--- config.mk ---
export PLATFORM = sky130hd
export DESIGN_NAME = cache_dir_top
export DESIGN_NICKNAME = d
export VERILOG_FILES = /design/src/logic/cache_dir_addr_pkg.sv /design/src/logic/cache_dir_resp_pkg.sv /design/src/logic/cache_dir_ctrl_fsm.sv /design/src/logic/cache_dir_replace.sv /design/src/logic/cache_dir_sweep_cnt.sv /design/src/logic/cache_dir_tag_store.sv /design/src/logic/cache_dir_top.sv /design/src/logic/line_state_regfile.sv
export VERILOG_INCLUDE_DIRS = /design/src /design/src/logic
export SDC_FILE = /design/constraint.sdc
export NUM_CORES = 1
export LEC_CHECK = 0
export BUFFER_PORTS_ARGS = -buffer_cell sky130_fd_sc_hd__buf_2
export CORE_ASPECT_RATIO = 1.5
export CORE_MARGIN = 8
export CORE_UTILIZATION = 25
export CTS_CLUSTER_SIZE = 28
export DETAILED_ROUTE_END_ITERATION = 8
export GPL_TIMING_DRIVEN = 0
export PLACE_DENSITY_LB_ADDON = 0.2
export SYNTH_ARGS = -nofsm -noshare
export SYNTH_HDL_FRONTEND = slang
export SYNTH_SLANG_ARGS = --single-unit
--- constraint.sdc ---
create_clock -name clk_i -period 7.4 [get_ports clk_i]
set_clock_uncertainty 0.05 [all_clocks]
set_input_delay 0.74 -clock clk_i [delete_from_list [all_inputs] [get_ports clk_i]]
set_output_delay 0.74 -clock clk_i [all_outputs]
set_load 0.02 [all_outputs]
--- src/logic/cache_dir_params.svh ---
`ifndef CACHE_DIR_PARAMS_SVH
`define CACHE_DIR_PARAMS_SVH

// directory geometry
`define CACHE_DIR_NWAYS     4  // ways per line, power of two for the tree policy
`define CACHE_DIR_NWAYS_W   2  // way index width
`define CACHE_DIR_NLINES_W  3  // 8 lines
`define CACHE_DIR_OFFSET_W  2  // byte offset inside a line

// request word and what is left for the tag
`define CACHE_DIR_ADDR_W    16
`define CACHE_DIR_TAG_W     (`CACHE_DIR_ADDR_W - `CACHE_DIR_NLINES_W - `CACHE_DIR_OFFSET_W)

// replacement policy codes
`define CACHE_DIR_PLRU_MRU  1  // one mru bit per way
`define CACHE_DIR_PLRU_TREE 2  // binary tree of NWAYS-1 node bits

// tree policy unless the top says otherwise
`define CACHE_DIR_DEFAULT_POLICY `CACHE_DIR_PLRU_TREE

`endif

--- src/logic/cache_dir_addr_pkg.sv ---
`include "cache_dir_params.svh"

// request side of the directory: address split and the registered lookup
package cache_dir_addr_pkg;

   typedef logic [`CACHE_DIR_TAG_W-1:0]    tag_t;      // upper address bits
   typedef logic [`CACHE_DIR_NLINES_W-1:0] line_idx_t; // set index
   typedef logic [`CACHE_DIR_OFFSET_W-1:0] offset_t;   // byte in line, not looked at

   // field view, msb first
   typedef struct packed {
      tag_t      tag;
      line_idx_t line;
      offset_t   offset;
   } addr_fields_t;

   // same 16 bit word seen raw or split into fields
   typedef union packed {
      logic [`CACHE_DIR_ADDR_W-1:0] raw;    // as driven on the port
      addr_fields_t                 fields; // as used by the lookup
   } cache_addr_t;

   // registered request, only the address for now
   typedef struct packed {
      cache_addr_t addr;
   } lookup_req_t;

endpackage

--- src/logic/cache_dir_resp_pkg.sv ---
`include "cache_dir_params.svh"

// result side of the directory: way vectors and the lookup response
package cache_dir_resp_pkg;

   typedef logic [`CACHE_DIR_NWAYS-1:0]   way_vec_t; // one bit per way
   typedef logic [`CACHE_DIR_NWAYS_W-1:0] way_idx_t; // encoded way

   typedef struct packed {
      logic                     hit;         // tag found in the line
      way_idx_t                 way;         // hit way, or allocated way on a miss
      logic                     evict_valid; // a valid tag was replaced
      logic [`CACHE_DIR_TAG_W-1:0] evict_tag; // replaced tag, zero when nothing evicted
   } lookup_resp_t;

   // one-hot to index, or-reduction so a zero vector gives way 0
   function automatic way_idx_t onehot_to_idx(way_vec_t vec);
      way_idx_t idx;
      idx = '0;
      for (int i = 0; i < `CACHE_DIR_NWAYS; i++) begin
         if (vec[i]) begin
            idx |= way_idx_t'(i);
         end
      end
      return idx;
   endfunction

endpackage

--- src/logic/cache_dir_ctrl_fsm.sv ---
`timescale 1ns/1ps

`include "cache_dir_params.svh"

// idle / lookup / sweep sequencing and the registered response
module cache_dir_ctrl_fsm import cache_dir_addr_pkg::*, cache_dir_resp_pkg::*; (
   input  logic         clk_i,
   input  logic         arst_n_i,
   input  logic         req_i,
   input  cache_addr_t  addr_i,
   input  logic         flush_i,
   input  logic         sweep_last_i,
   input  way_vec_t     hit_1hot_i,
   input  way_idx_t     hit_idx_i,
   input  way_vec_t     victim_1hot_i,
   input  logic         evict_valid_i,
   input  tag_t         evict_tag_i,
   output lookup_req_t  req_o,
   output logic         lookup_o,
   output logic         sweep_o,
   output logic         busy_o,
   output logic         resp_valid_o,
   output lookup_resp_t resp_o,
   output logic         flush_done_o
);

   typedef enum logic [1:0] {ST_IDLE, ST_LOOKUP, ST_SWEEP} state_t;

   state_t       state_q, state_d;
   lookup_req_t  req_q;
   lookup_resp_t resp_q, resp_d;
   logic         resp_valid_q, flush_done_q;

   always_comb begin
      state_d = state_q;
      case (state_q)
         ST_IDLE:   if (flush_i) state_d = ST_SWEEP;  // flush wins over a request
                    else if (req_i) state_d = ST_LOOKUP;
         ST_LOOKUP: state_d = ST_IDLE;                // single cycle lookup
         ST_SWEEP:  if (sweep_last_i) state_d = ST_IDLE;
         default:   state_d = ST_IDLE;
      endcase
   end

   // response built from the tag store and the replacement unit
   always_comb begin
      resp_d.hit         = |hit_1hot_i;
      resp_d.way         = resp_d.hit ? hit_idx_i : onehot_to_idx(victim_1hot_i);
      resp_d.evict_valid = evict_valid_i;
      resp_d.evict_tag   = evict_valid_i ? evict_tag_i : '0;
   end

   always_ff @(posedge clk_i or negedge arst_n_i) begin
      if (!arst_n_i) begin
         state_q      <= ST_IDLE;
         resp_valid_q <= 1'b0;
         flush_done_q <= 1'b0;
      end else begin
         state_q      <= state_d;
         resp_valid_q <= (state_q == ST_LOOKUP);                 // pulse with the commit
         flush_done_q <= (state_q == ST_SWEEP) && sweep_last_i;  // last line cleared
      end
   end

   always_ff @(posedge clk_i) begin
      if (state_q == ST_IDLE && req_i && !flush_i) begin
         req_q.addr.fields <= addr_i.fields;
      end
      if (state_q == ST_LOOKUP) begin
         resp_q <= resp_d;
      end
   end

   assign req_o        = req_q;
   assign lookup_o     = (state_q == ST_LOOKUP);
   assign sweep_o      = (state_q == ST_SWEEP);
   assign busy_o       = (state_q != ST_IDLE); // strobes are dropped while high
   assign resp_valid_o = resp_valid_q;
   assign resp_o       = resp_q;
   assign flush_done_o = flush_done_q;

endmodule

--- src/logic/cache_dir_replace.sv ---
`timescale 1ns/1ps

`include "cache_dir_params.svh"

// victim choice and history update for the indexed line
module cache_dir_replace import cache_dir_resp_pkg::*; #(
   parameter int REP_POLICY = `CACHE_DIR_DEFAULT_POLICY
) (
   input  logic                          clk_i,
   input  logic                          arst_n_i,
   input  logic                          we_i,
   input  logic [`CACHE_DIR_NLINES_W-1:0] line_i,
   input  way_vec_t                      way_hit_1hot_i, // way just used, zero clears
   output way_vec_t                      way_select_o    // victim, always one-hot
);

   localparam int NWAYS   = `CACHE_DIR_NWAYS;
   localparam int NWAYS_W = `CACHE_DIR_NWAYS_W;
   // mru keeps a bit per way, the tree a bit per inner node
   localparam int STATE_W = (REP_POLICY == `CACHE_DIR_PLRU_MRU) ? NWAYS : NWAYS - 1;

   logic [STATE_W-1:0] state_q; // history of the line at line_i
   logic [STATE_W-1:0] state_d;

   if (REP_POLICY == `CACHE_DIR_PLRU_MRU) begin : g_plru_mru
      way_vec_t mru_set;

      assign mru_set = state_q | way_hit_1hot_i;

      // saturating set keeps only the newest way
      assign state_d = !(|way_hit_1hot_i) ? '0 :
                       (&mru_set)         ? way_hit_1hot_i : mru_set;

      // isolate the lowest clear bit
      assign way_select_o = ~state_q & (state_q + 1'b1);
   end else begin : g_plru_tree
      // node n has children 2n and 2n+1, leaves NWAYS..2*NWAYS-1 are the ways
      logic [NWAYS-1:1] tree_q;
      logic [NWAYS-1:1] tree_d;
      logic [NWAYS_W:0] vic_node;
      logic [NWAYS_W:0] upd_node;
      way_idx_t         upd_idx;

      assign tree_q  = state_q;
      assign state_d = tree_d;
      assign upd_idx = onehot_to_idx(way_hit_1hot_i);

      // walk from the root, node bit 1 means go right
      always_comb begin
         vic_node = (NWAYS_W + 1)'(1);
         for (int l = 0; l < NWAYS_W; l++) begin
            vic_node = {vic_node[NWAYS_W-1:0], tree_q[vic_node]};
         end
         way_select_o = '0;
         way_select_o[vic_node[NWAYS_W-1:0]] = 1'b1; // leaf minus NWAYS
      end

      // point every node on the used path away from the used way
      always_comb begin
         tree_d   = '0; // sweep writes an empty tree
         upd_node = (NWAYS_W + 1)'(1);
         if (|way_hit_1hot_i) begin
            tree_d = tree_q; // nodes off the path keep their value
            for (int l = NWAYS_W - 1; l >= 0; l--) begin
               tree_d[upd_node] = ~upd_idx[l];
               upd_node = {upd_node[NWAYS_W-1:0], upd_idx[l]}; // descend
            end
         end
      end
   end

   line_state_regfile #(
      .ADDR_W(`CACHE_DIR_NLINES_W),
      .DATA_W(STATE_W)
   ) u_state (
      .clk_i   (clk_i),
      .arst_n_i(arst_n_i),
      .we_i    (we_i),
      .addr_i  (line_i),
      .w_data_i(state_d),
      .r_data_o(state_q)
   );

endmodule

--- src/logic/cache_dir_sweep_cnt.sv ---
`timescale 1ns/1ps

`include "cache_dir_params.svh"

// flush timer, visits every line once
module cache_dir_sweep_cnt import cache_dir_addr_pkg::*; (
   input  logic      clk_i,
   input  logic      arst_n_i,
   input  logic      en_i,   // high for the whole sweep
   output line_idx_t line_o, // line cleared this cycle
   output logic      last_o  // final line of the walk
);

   line_idx_t line_q;

   always_ff @(posedge clk_i or negedge arst_n_i) begin
      if (!arst_n_i) begin
         line_q <= '0;
      end else if (en_i) begin
         // natural wrap brings it back to 0 for the next flush
         line_q <= line_q + 1'b1;
      end
   end

   assign line_o = line_q;
   assign last_o = &line_q; // line NLINES-1

endmodule

--- src/logic/cache_dir_tag_store.sv ---
`timescale 1ns/1ps

`include "cache_dir_params.svh"

// valid and tag arrays, parallel compare over the ways of one line
module cache_dir_tag_store import cache_dir_addr_pkg::*, cache_dir_resp_pkg::*; (
   input  logic        clk_i,
   input  logic        arst_n_i,
   input  lookup_req_t req_i,
   input  logic        alloc_i,       // lookup cycle, write the victim on a miss
   input  logic        clear_i,       // sweep cycle
   input  line_idx_t   clear_line_i,
   input  way_vec_t    victim_1hot_i,
   output way_vec_t    hit_1hot_o,
   output way_idx_t    hit_idx_o,
   output logic        evict_valid_o,
   output tag_t        evict_tag_o
);

   localparam int NLINES = 1 << `CACHE_DIR_NLINES_W;
   localparam int NWAYS  = `CACHE_DIR_NWAYS;

   way_vec_t  valid_q [NLINES];
   tag_t      tag_q   [NLINES][NWAYS];
   tag_t      req_tag;
   line_idx_t req_line;
   way_vec_t  line_valid;
   logic      alloc_we;

   assign req_tag    = req_i.addr.fields.tag;
   assign req_line   = req_i.addr.fields.line; // offset is ignored
   assign line_valid = valid_q[req_line];

   always_comb begin
      hit_1hot_o  = '0;
      evict_tag_o = '0;
      for (int w = 0; w < NWAYS; w++) begin
         hit_1hot_o[w] = line_valid[w] && (tag_q[req_line][w] == req_tag);
         if (victim_1hot_i[w]) begin
            evict_tag_o |= tag_q[req_line][w]; // and-or mux on the victim
         end
      end
   end

   assign hit_idx_o = onehot_to_idx(hit_1hot_o);
   assign alloc_we  = alloc_i && !(|hit_1hot_o); // only a miss allocates

   // old content of the victim is reported before it is overwritten
   assign evict_valid_o = alloc_we && |(line_valid & victim_1hot_i);

   always_ff @(posedge clk_i or negedge arst_n_i) begin
      if (!arst_n_i) begin
         for (int l = 0; l < NLINES; l++) begin
            valid_q[l] <= '0;
         end
      end else if (clear_i) begin
         valid_q[clear_line_i] <= '0; // one line per sweep cycle
      end else if (alloc_we) begin
         valid_q[req_line] <= line_valid | victim_1hot_i;
      end
   end

   // tags are meaningless while the valid bit is low
   always_ff @(posedge clk_i) begin
      if (alloc_we) begin
         for (int w = 0; w < NWAYS; w++) begin
            if (victim_1hot_i[w]) begin
               tag_q[req_line][w] <= req_tag;
            end
         end
      end
   end

endmodule

--- src/logic/cache_dir_top.sv ---
`timescale 1ns/1ps

`include "cache_dir_params.svh"

// tag directory of a 4-way, 8-line cache
module cache_dir_top import cache_dir_addr_pkg::*, cache_dir_resp_pkg::*; #(
   parameter int REP_POLICY = `CACHE_DIR_DEFAULT_POLICY
) (
   input  logic         clk_i,
   input  logic         arst_n_i,
   input  logic         req_i,
   input  cache_addr_t  addr_i,
   input  logic         flush_i,
   output logic         busy_o,
   output logic         resp_valid_o,
   output lookup_resp_t resp_o,
   output logic         flush_done_o
);

   lookup_req_t lookup_req;
   logic        lookup, sweep, sweep_last;
   line_idx_t   sweep_line;
   line_idx_t   rep_line;
   way_vec_t    hit_1hot, victim_1hot, upd_1hot;
   way_idx_t    hit_idx;
   logic        evict_valid;
   tag_t        evict_tag;

   // history follows the request line, or the swept line during a flush
   assign rep_line = sweep ? sweep_line : lookup_req.addr.fields.line;
   // hit way on a hit, allocated way on a miss, nothing while sweeping
   assign upd_1hot = sweep ? '0 : ((|hit_1hot) ? hit_1hot : victim_1hot);

   cache_dir_ctrl_fsm u_ctrl (
      .clk_i(clk_i), .arst_n_i(arst_n_i),
      .req_i(req_i), .addr_i(addr_i), .flush_i(flush_i), .sweep_last_i(sweep_last),
      .hit_1hot_i(hit_1hot), .hit_idx_i(hit_idx), .victim_1hot_i(victim_1hot),
      .evict_valid_i(evict_valid), .evict_tag_i(evict_tag),
      .req_o(lookup_req), .lookup_o(lookup), .sweep_o(sweep), .busy_o(busy_o),
      .resp_valid_o(resp_valid_o), .resp_o(resp_o), .flush_done_o(flush_done_o)
   );

   cache_dir_sweep_cnt u_sweep (
      .clk_i(clk_i), .arst_n_i(arst_n_i), .en_i(sweep),
      .line_o(sweep_line), .last_o(sweep_last)
   );

   cache_dir_tag_store u_tags (
      .clk_i(clk_i), .arst_n_i(arst_n_i), .req_i(lookup_req),
      .alloc_i(lookup), .clear_i(sweep), .clear_line_i(sweep_line),
      .victim_1hot_i(victim_1hot), .hit_1hot_o(hit_1hot), .hit_idx_o(hit_idx),
      .evict_valid_o(evict_valid), .evict_tag_o(evict_tag)
   );

   cache_dir_replace #(.REP_POLICY(REP_POLICY)) u_replace (
      .clk_i(clk_i), .arst_n_i(arst_n_i),
      .we_i(lookup | sweep), // every lookup updates, every sweep cycle clears
      .line_i(rep_line), .way_hit_1hot_i(upd_1hot), .way_select_o(victim_1hot)
   );

endmodule

--- src/logic/line_state_regfile.sv ---
`timescale 1ns/1ps

// one word per cache line, written on we_i, read without latency
module line_state_regfile #(
   parameter int ADDR_W = 3,
   parameter int DATA_W = 3
) (
   input  logic              clk_i,
   input  logic              arst_n_i,
   input  logic              we_i,
   input  logic [ADDR_W-1:0] addr_i,
   input  logic [DATA_W-1:0] w_data_i,
   output logic [DATA_W-1:0] r_data_o
);

   localparam int DEPTH = 1 << ADDR_W;

   logic [DATA_W-1:0] mem_q [DEPTH]; // replacement state, one entry per line

   always_ff @(posedge clk_i or negedge arst_n_i) begin
      if (!arst_n_i) begin
         for (int i = 0; i < DEPTH; i++) begin
            mem_q[i] <= '0; // every line starts with no history
         end
      end else if (we_i) begin
         mem_q[addr_i] <= w_data_i;
      end
   end

   assign r_data_o = mem_q[addr_i]; // same address for read and write

endmodule

==> summary.md <==
| Metric | Value |
|---|---|
| Register Area | `~13000 um2` |
| Flops & latches, synth | `roughly 450` |
| Final setup violation count | `0` |
| Unique masters post-synth | `67` |
| Clock root buffer | `clkbuf_16` |
| Final core occ | `0.302` |
| Vias in the first global route | `11800` |
| Initial antenna violation count | `1` |
| Post-DP HPWL | `42600 um` |
| Worst Path Max Fanout | `10` |
| Largest net degree at the start of global routing | `64` |
| Status | `complete, no violations` |
| DRT iter0 DRCs | `678` |
| DR vias/cell | `about 4.7` |
| Max_slew headroom | `0.105` |
| Drt drc | `0` |
| Max Slew Vio Count | `0` |
| Routed via count | `11100` |
| Mean Syn Cell Area | `16.3 um2` |
| Period Utilization, post-route | `0.762` |
| Post-Route WL | `59000 um` |
| I/O pin count | `38` |
| Top cells by area, synth | `edfxtp_1 (60%), mux4_2 (8.4%), dfrtp_1 (8.2%), mux2i_1 (6.0%), nand2_1 (2.1%)` |
| Share of cells above drive strength 1 | `0.237` |
| Cell taking the most area after synthesis | `edfxtp_1` |
| H-tree depth | `2` |
| GPL Wtd Cong | `0.890` |
| Crit-path max cell delay | `around 0.82 ns` |
| Maximum clock path buffer count | `3` |
| Final Instance Count excl. Fillers | `between 2000 and 2500` |
| Starting Density | `0.252` |
| Skew-Pair Late Insertion Delay | `0.58 ns` |
| Post-synth top flop | `edfxtp_1` |
| Hold WC Path Type | `in -> async` |
| FFs w/ async S/R, synth | `0.141` |
| Slew @ Worst Pin | `1.33 ns` |
| Post-place setup slack | `approximately 1.8 ns` |
| Top cell type's share of synthesized area | `0.595` |
| Postcts setup bufs | `0` |
| Hold buffers post-CTS | `0` |
| Startpoint types | `register` |
| Most instantiated cells after synthesis | `edfxtp_1 (381), mux2i_1 (116), nand2_1 (106)` |
| Most frequent cell after synthesis | `edfxtp_1` |
| Reg2reg setup slack | `1.76 ns` |
| Clk pin slew, worst setup/hold paths | `approximately 0.07 ns` |
| Post-synth EDFFs | `between 300 and 400` |
| PortBufs | `35` |
| Num CTS Buffers | `44` |
| Max IR drop VDD | `0.140 mV` |
| Die area | `86200 um2` |
| Setup TNS | `0 ns` |
| Hold Vio Cnt, Final | `0` |
| Syn Inst Count | `1181` |
| WL/cell | `between 20 and 30 um` |
| Max-cap violations | `0` |
| FF-to-FF End | `u_tags.tag_q[5][31]$_DFFE_PP_` |
| Synth warn | `0` |
| RR Startpoint | `u_ctrl.state_q[0]$_DFFE_PN0P_` |
| Power Density | `338 nW/um2` |
| P&R area growth vs syn | `19.7%` |
| Layout Nets | `between 1000 and 1500` |
| Mapped Area | `slightly below 20000 um2` |
| Synth Net Count | `1206` |
| Multi-input logic area | `5910 um2` |
| Dpl cells | `2265` |
| Congestion Overflow GR | `0` |
| Sequential area share after synthesis | `0.681` |
| Num rows | `124` |
| Clock sinks | `between 400 and 500` |
| RSZ-0062 raised after global routing | `no` |
| CP required | `7.62 ns` |
| Die H | `~360 um` |
| Crit-path slowest cell | `nor3_2` |
| LEAKAGE | `7.80 nW` |
| Number of fill cells | `7490` |
| Post-route ant nets | `0` |
| Fmax | `~180 MHz` |
| First-pass GRT wire length | `85600 um` |
| CP Capture Type | `register` |
| CTS resizes | `0` |
| Core area | `76200 um2` |
| Die X-Extent | `242 um` |
| # diodes | `0` |
| CTS tree | `built` |
| CP Cell Sequence | `inv_1 > ha_1 > buf_2 > mux2i_1 > clkbuf_1 > nand2_1 > nand3_1 > nand4_1 > inv_1 > clkbuf_1 > nand2_1 > nor3_2 > buf_6` |
| Detailed-router iteration count before antenna repair | `5` |
| GRT Total Usage | `0.135` |
| Fin crit period | `~5.6 ns` |
| Final setup margin | `approximately 1.8 ns` |
| WP data arrival | `~5.9 ns` |
| Hold slack | `0.232 ns` |
| Worst reg2reg path depth | `13` |
| WS Path Type | `reg -> reg` |
flip-flops by register name, summed over array words and instances (netlist names), named ones only:
register,flops
u_ctrl.resp_o,15
u_ctrl.flush_done_o,1
u_ctrl.req_o,14
u_sweep.line_o,3
u_tags.tag_q,352
u_ctrl.state_q,2
u_tags.valid_q,32
u_replace.u_state.mem_q,24
u_ctrl.resp_valid_o,1
cell type report:
cell class	instances	share of cell area
clock buffer	53	0.0536
tap	1008	0.0548
sequential	447	0.569
multi-input combinational	665	0.257
buffer	55	0.0146
timing repair buffer	79	0.0374
inverter	14	0.00250
clock inverter	29	0.0117
per-layer routing:
layer,GRT usage,up-vias,part of all wire
met3,0.0166,100,0.034
li1,-,4897,-
met2,0.259,292,0.54
met4,0.0512,0,0.034
met5,0,-,0
met1,0.151,5828,0.39
cell families after synthesis:
kind of cell	Yosys count	share of synthesized area
AOI/OAI and AO/OA	100	0.0401
and+or+nand+nor	322	0.0855
buffers and inverters	69	0.0205
DFF	447	0.681
xor gates and xnor gates	36	0.0164
adders and majority gates	5	0.00326
muxes	202	0.154
worst max-delay path by stage:
| stage | start | to | slack, ns |
|---|---|---|---|
| after floorplan | u_ctrl.state_q[0]$_DFFE_PN0P_ | u_tags.tag_q[6][22]$_DFFE_PP_ | 3.48 |
| after global placement | u_ctrl.state_q[0]$_DFFE_PN0P_ | u_tags.tag_q[5][23]$_DFFE_PP_ | 0.80 |
| after detailed placement | u_ctrl.state_q[0]$_DFFE_PN0P_ | u_tags.tag_q[5][24]$_DFFE_PP_ | 1.83 |
| after CTS | u_ctrl.state_q[0]$_DFFE_PN0P_ | u_tags.tag_q[1][23]$_DFFE_PP_ | 1.83 |
| after global routing | u_ctrl.state_q[0]$_DFFE_PN0P_ | u_tags.tag_q[5][25]$_DFFE_PP_ | 1.41 |
| final | u_ctrl.state_q[0]$_DFFE_PN0P_ | u_tags.tag_q[5][31]$_DFFE_PP_ | 1.76 |
critical path: cells and delay by family, from the launching register on:
family                   cells  cell delay (ns)
buffers and inverters        6             2.00
AND/OR/NAND/NOR              5             1.99
multiplexers                 1             0.65
flip-flops                   1             0.41
adder cells (fa/ha/maj)      1             0.21
stage by stage:
step / area, um2 / total power, mW
after floorplan: 19200 / 4.56
after global placement: 20700 / 5.38
after detailed placement: 21400 / 5.48
after CTS: 22900 / 7.85
after global routing: 23000 / 8.12
final: 23000 / 7.76
power breakdown:
| group | internal [mW] | total, mW | leakage [nW] | switching, mW |
|---|---|---|---|---|
| Sequential | 3.00 | 3.14 | 4.29 | 0.139 |
| Clock | 1.37 | 2.34 | 0.749 | 0.975 |
| Combinational | 0.739 | 2.29 | 2.76 | 1.55 |
placed cells by master (no fill, tap or decap), types with 13 or more instances in the layout:
cell type / instances
edfxtp_1: 381
mux2i_1: 116
nand2_1: 106
mux4_2: 72
dfrtp_1: 63
clkbuf_16: 48
buf_2: 45
nor2_1: 43
buf_6: 40
nand3_1: 39
nor3_2: 33
clkbuf_1: 23
xnor2_1: 23
nor3_1: 21
nand4_1: 18
a22o_1: 14
buf_4: 13
xor2_1: 13
No activity file was read; power rests on OpenSTA's default activity.
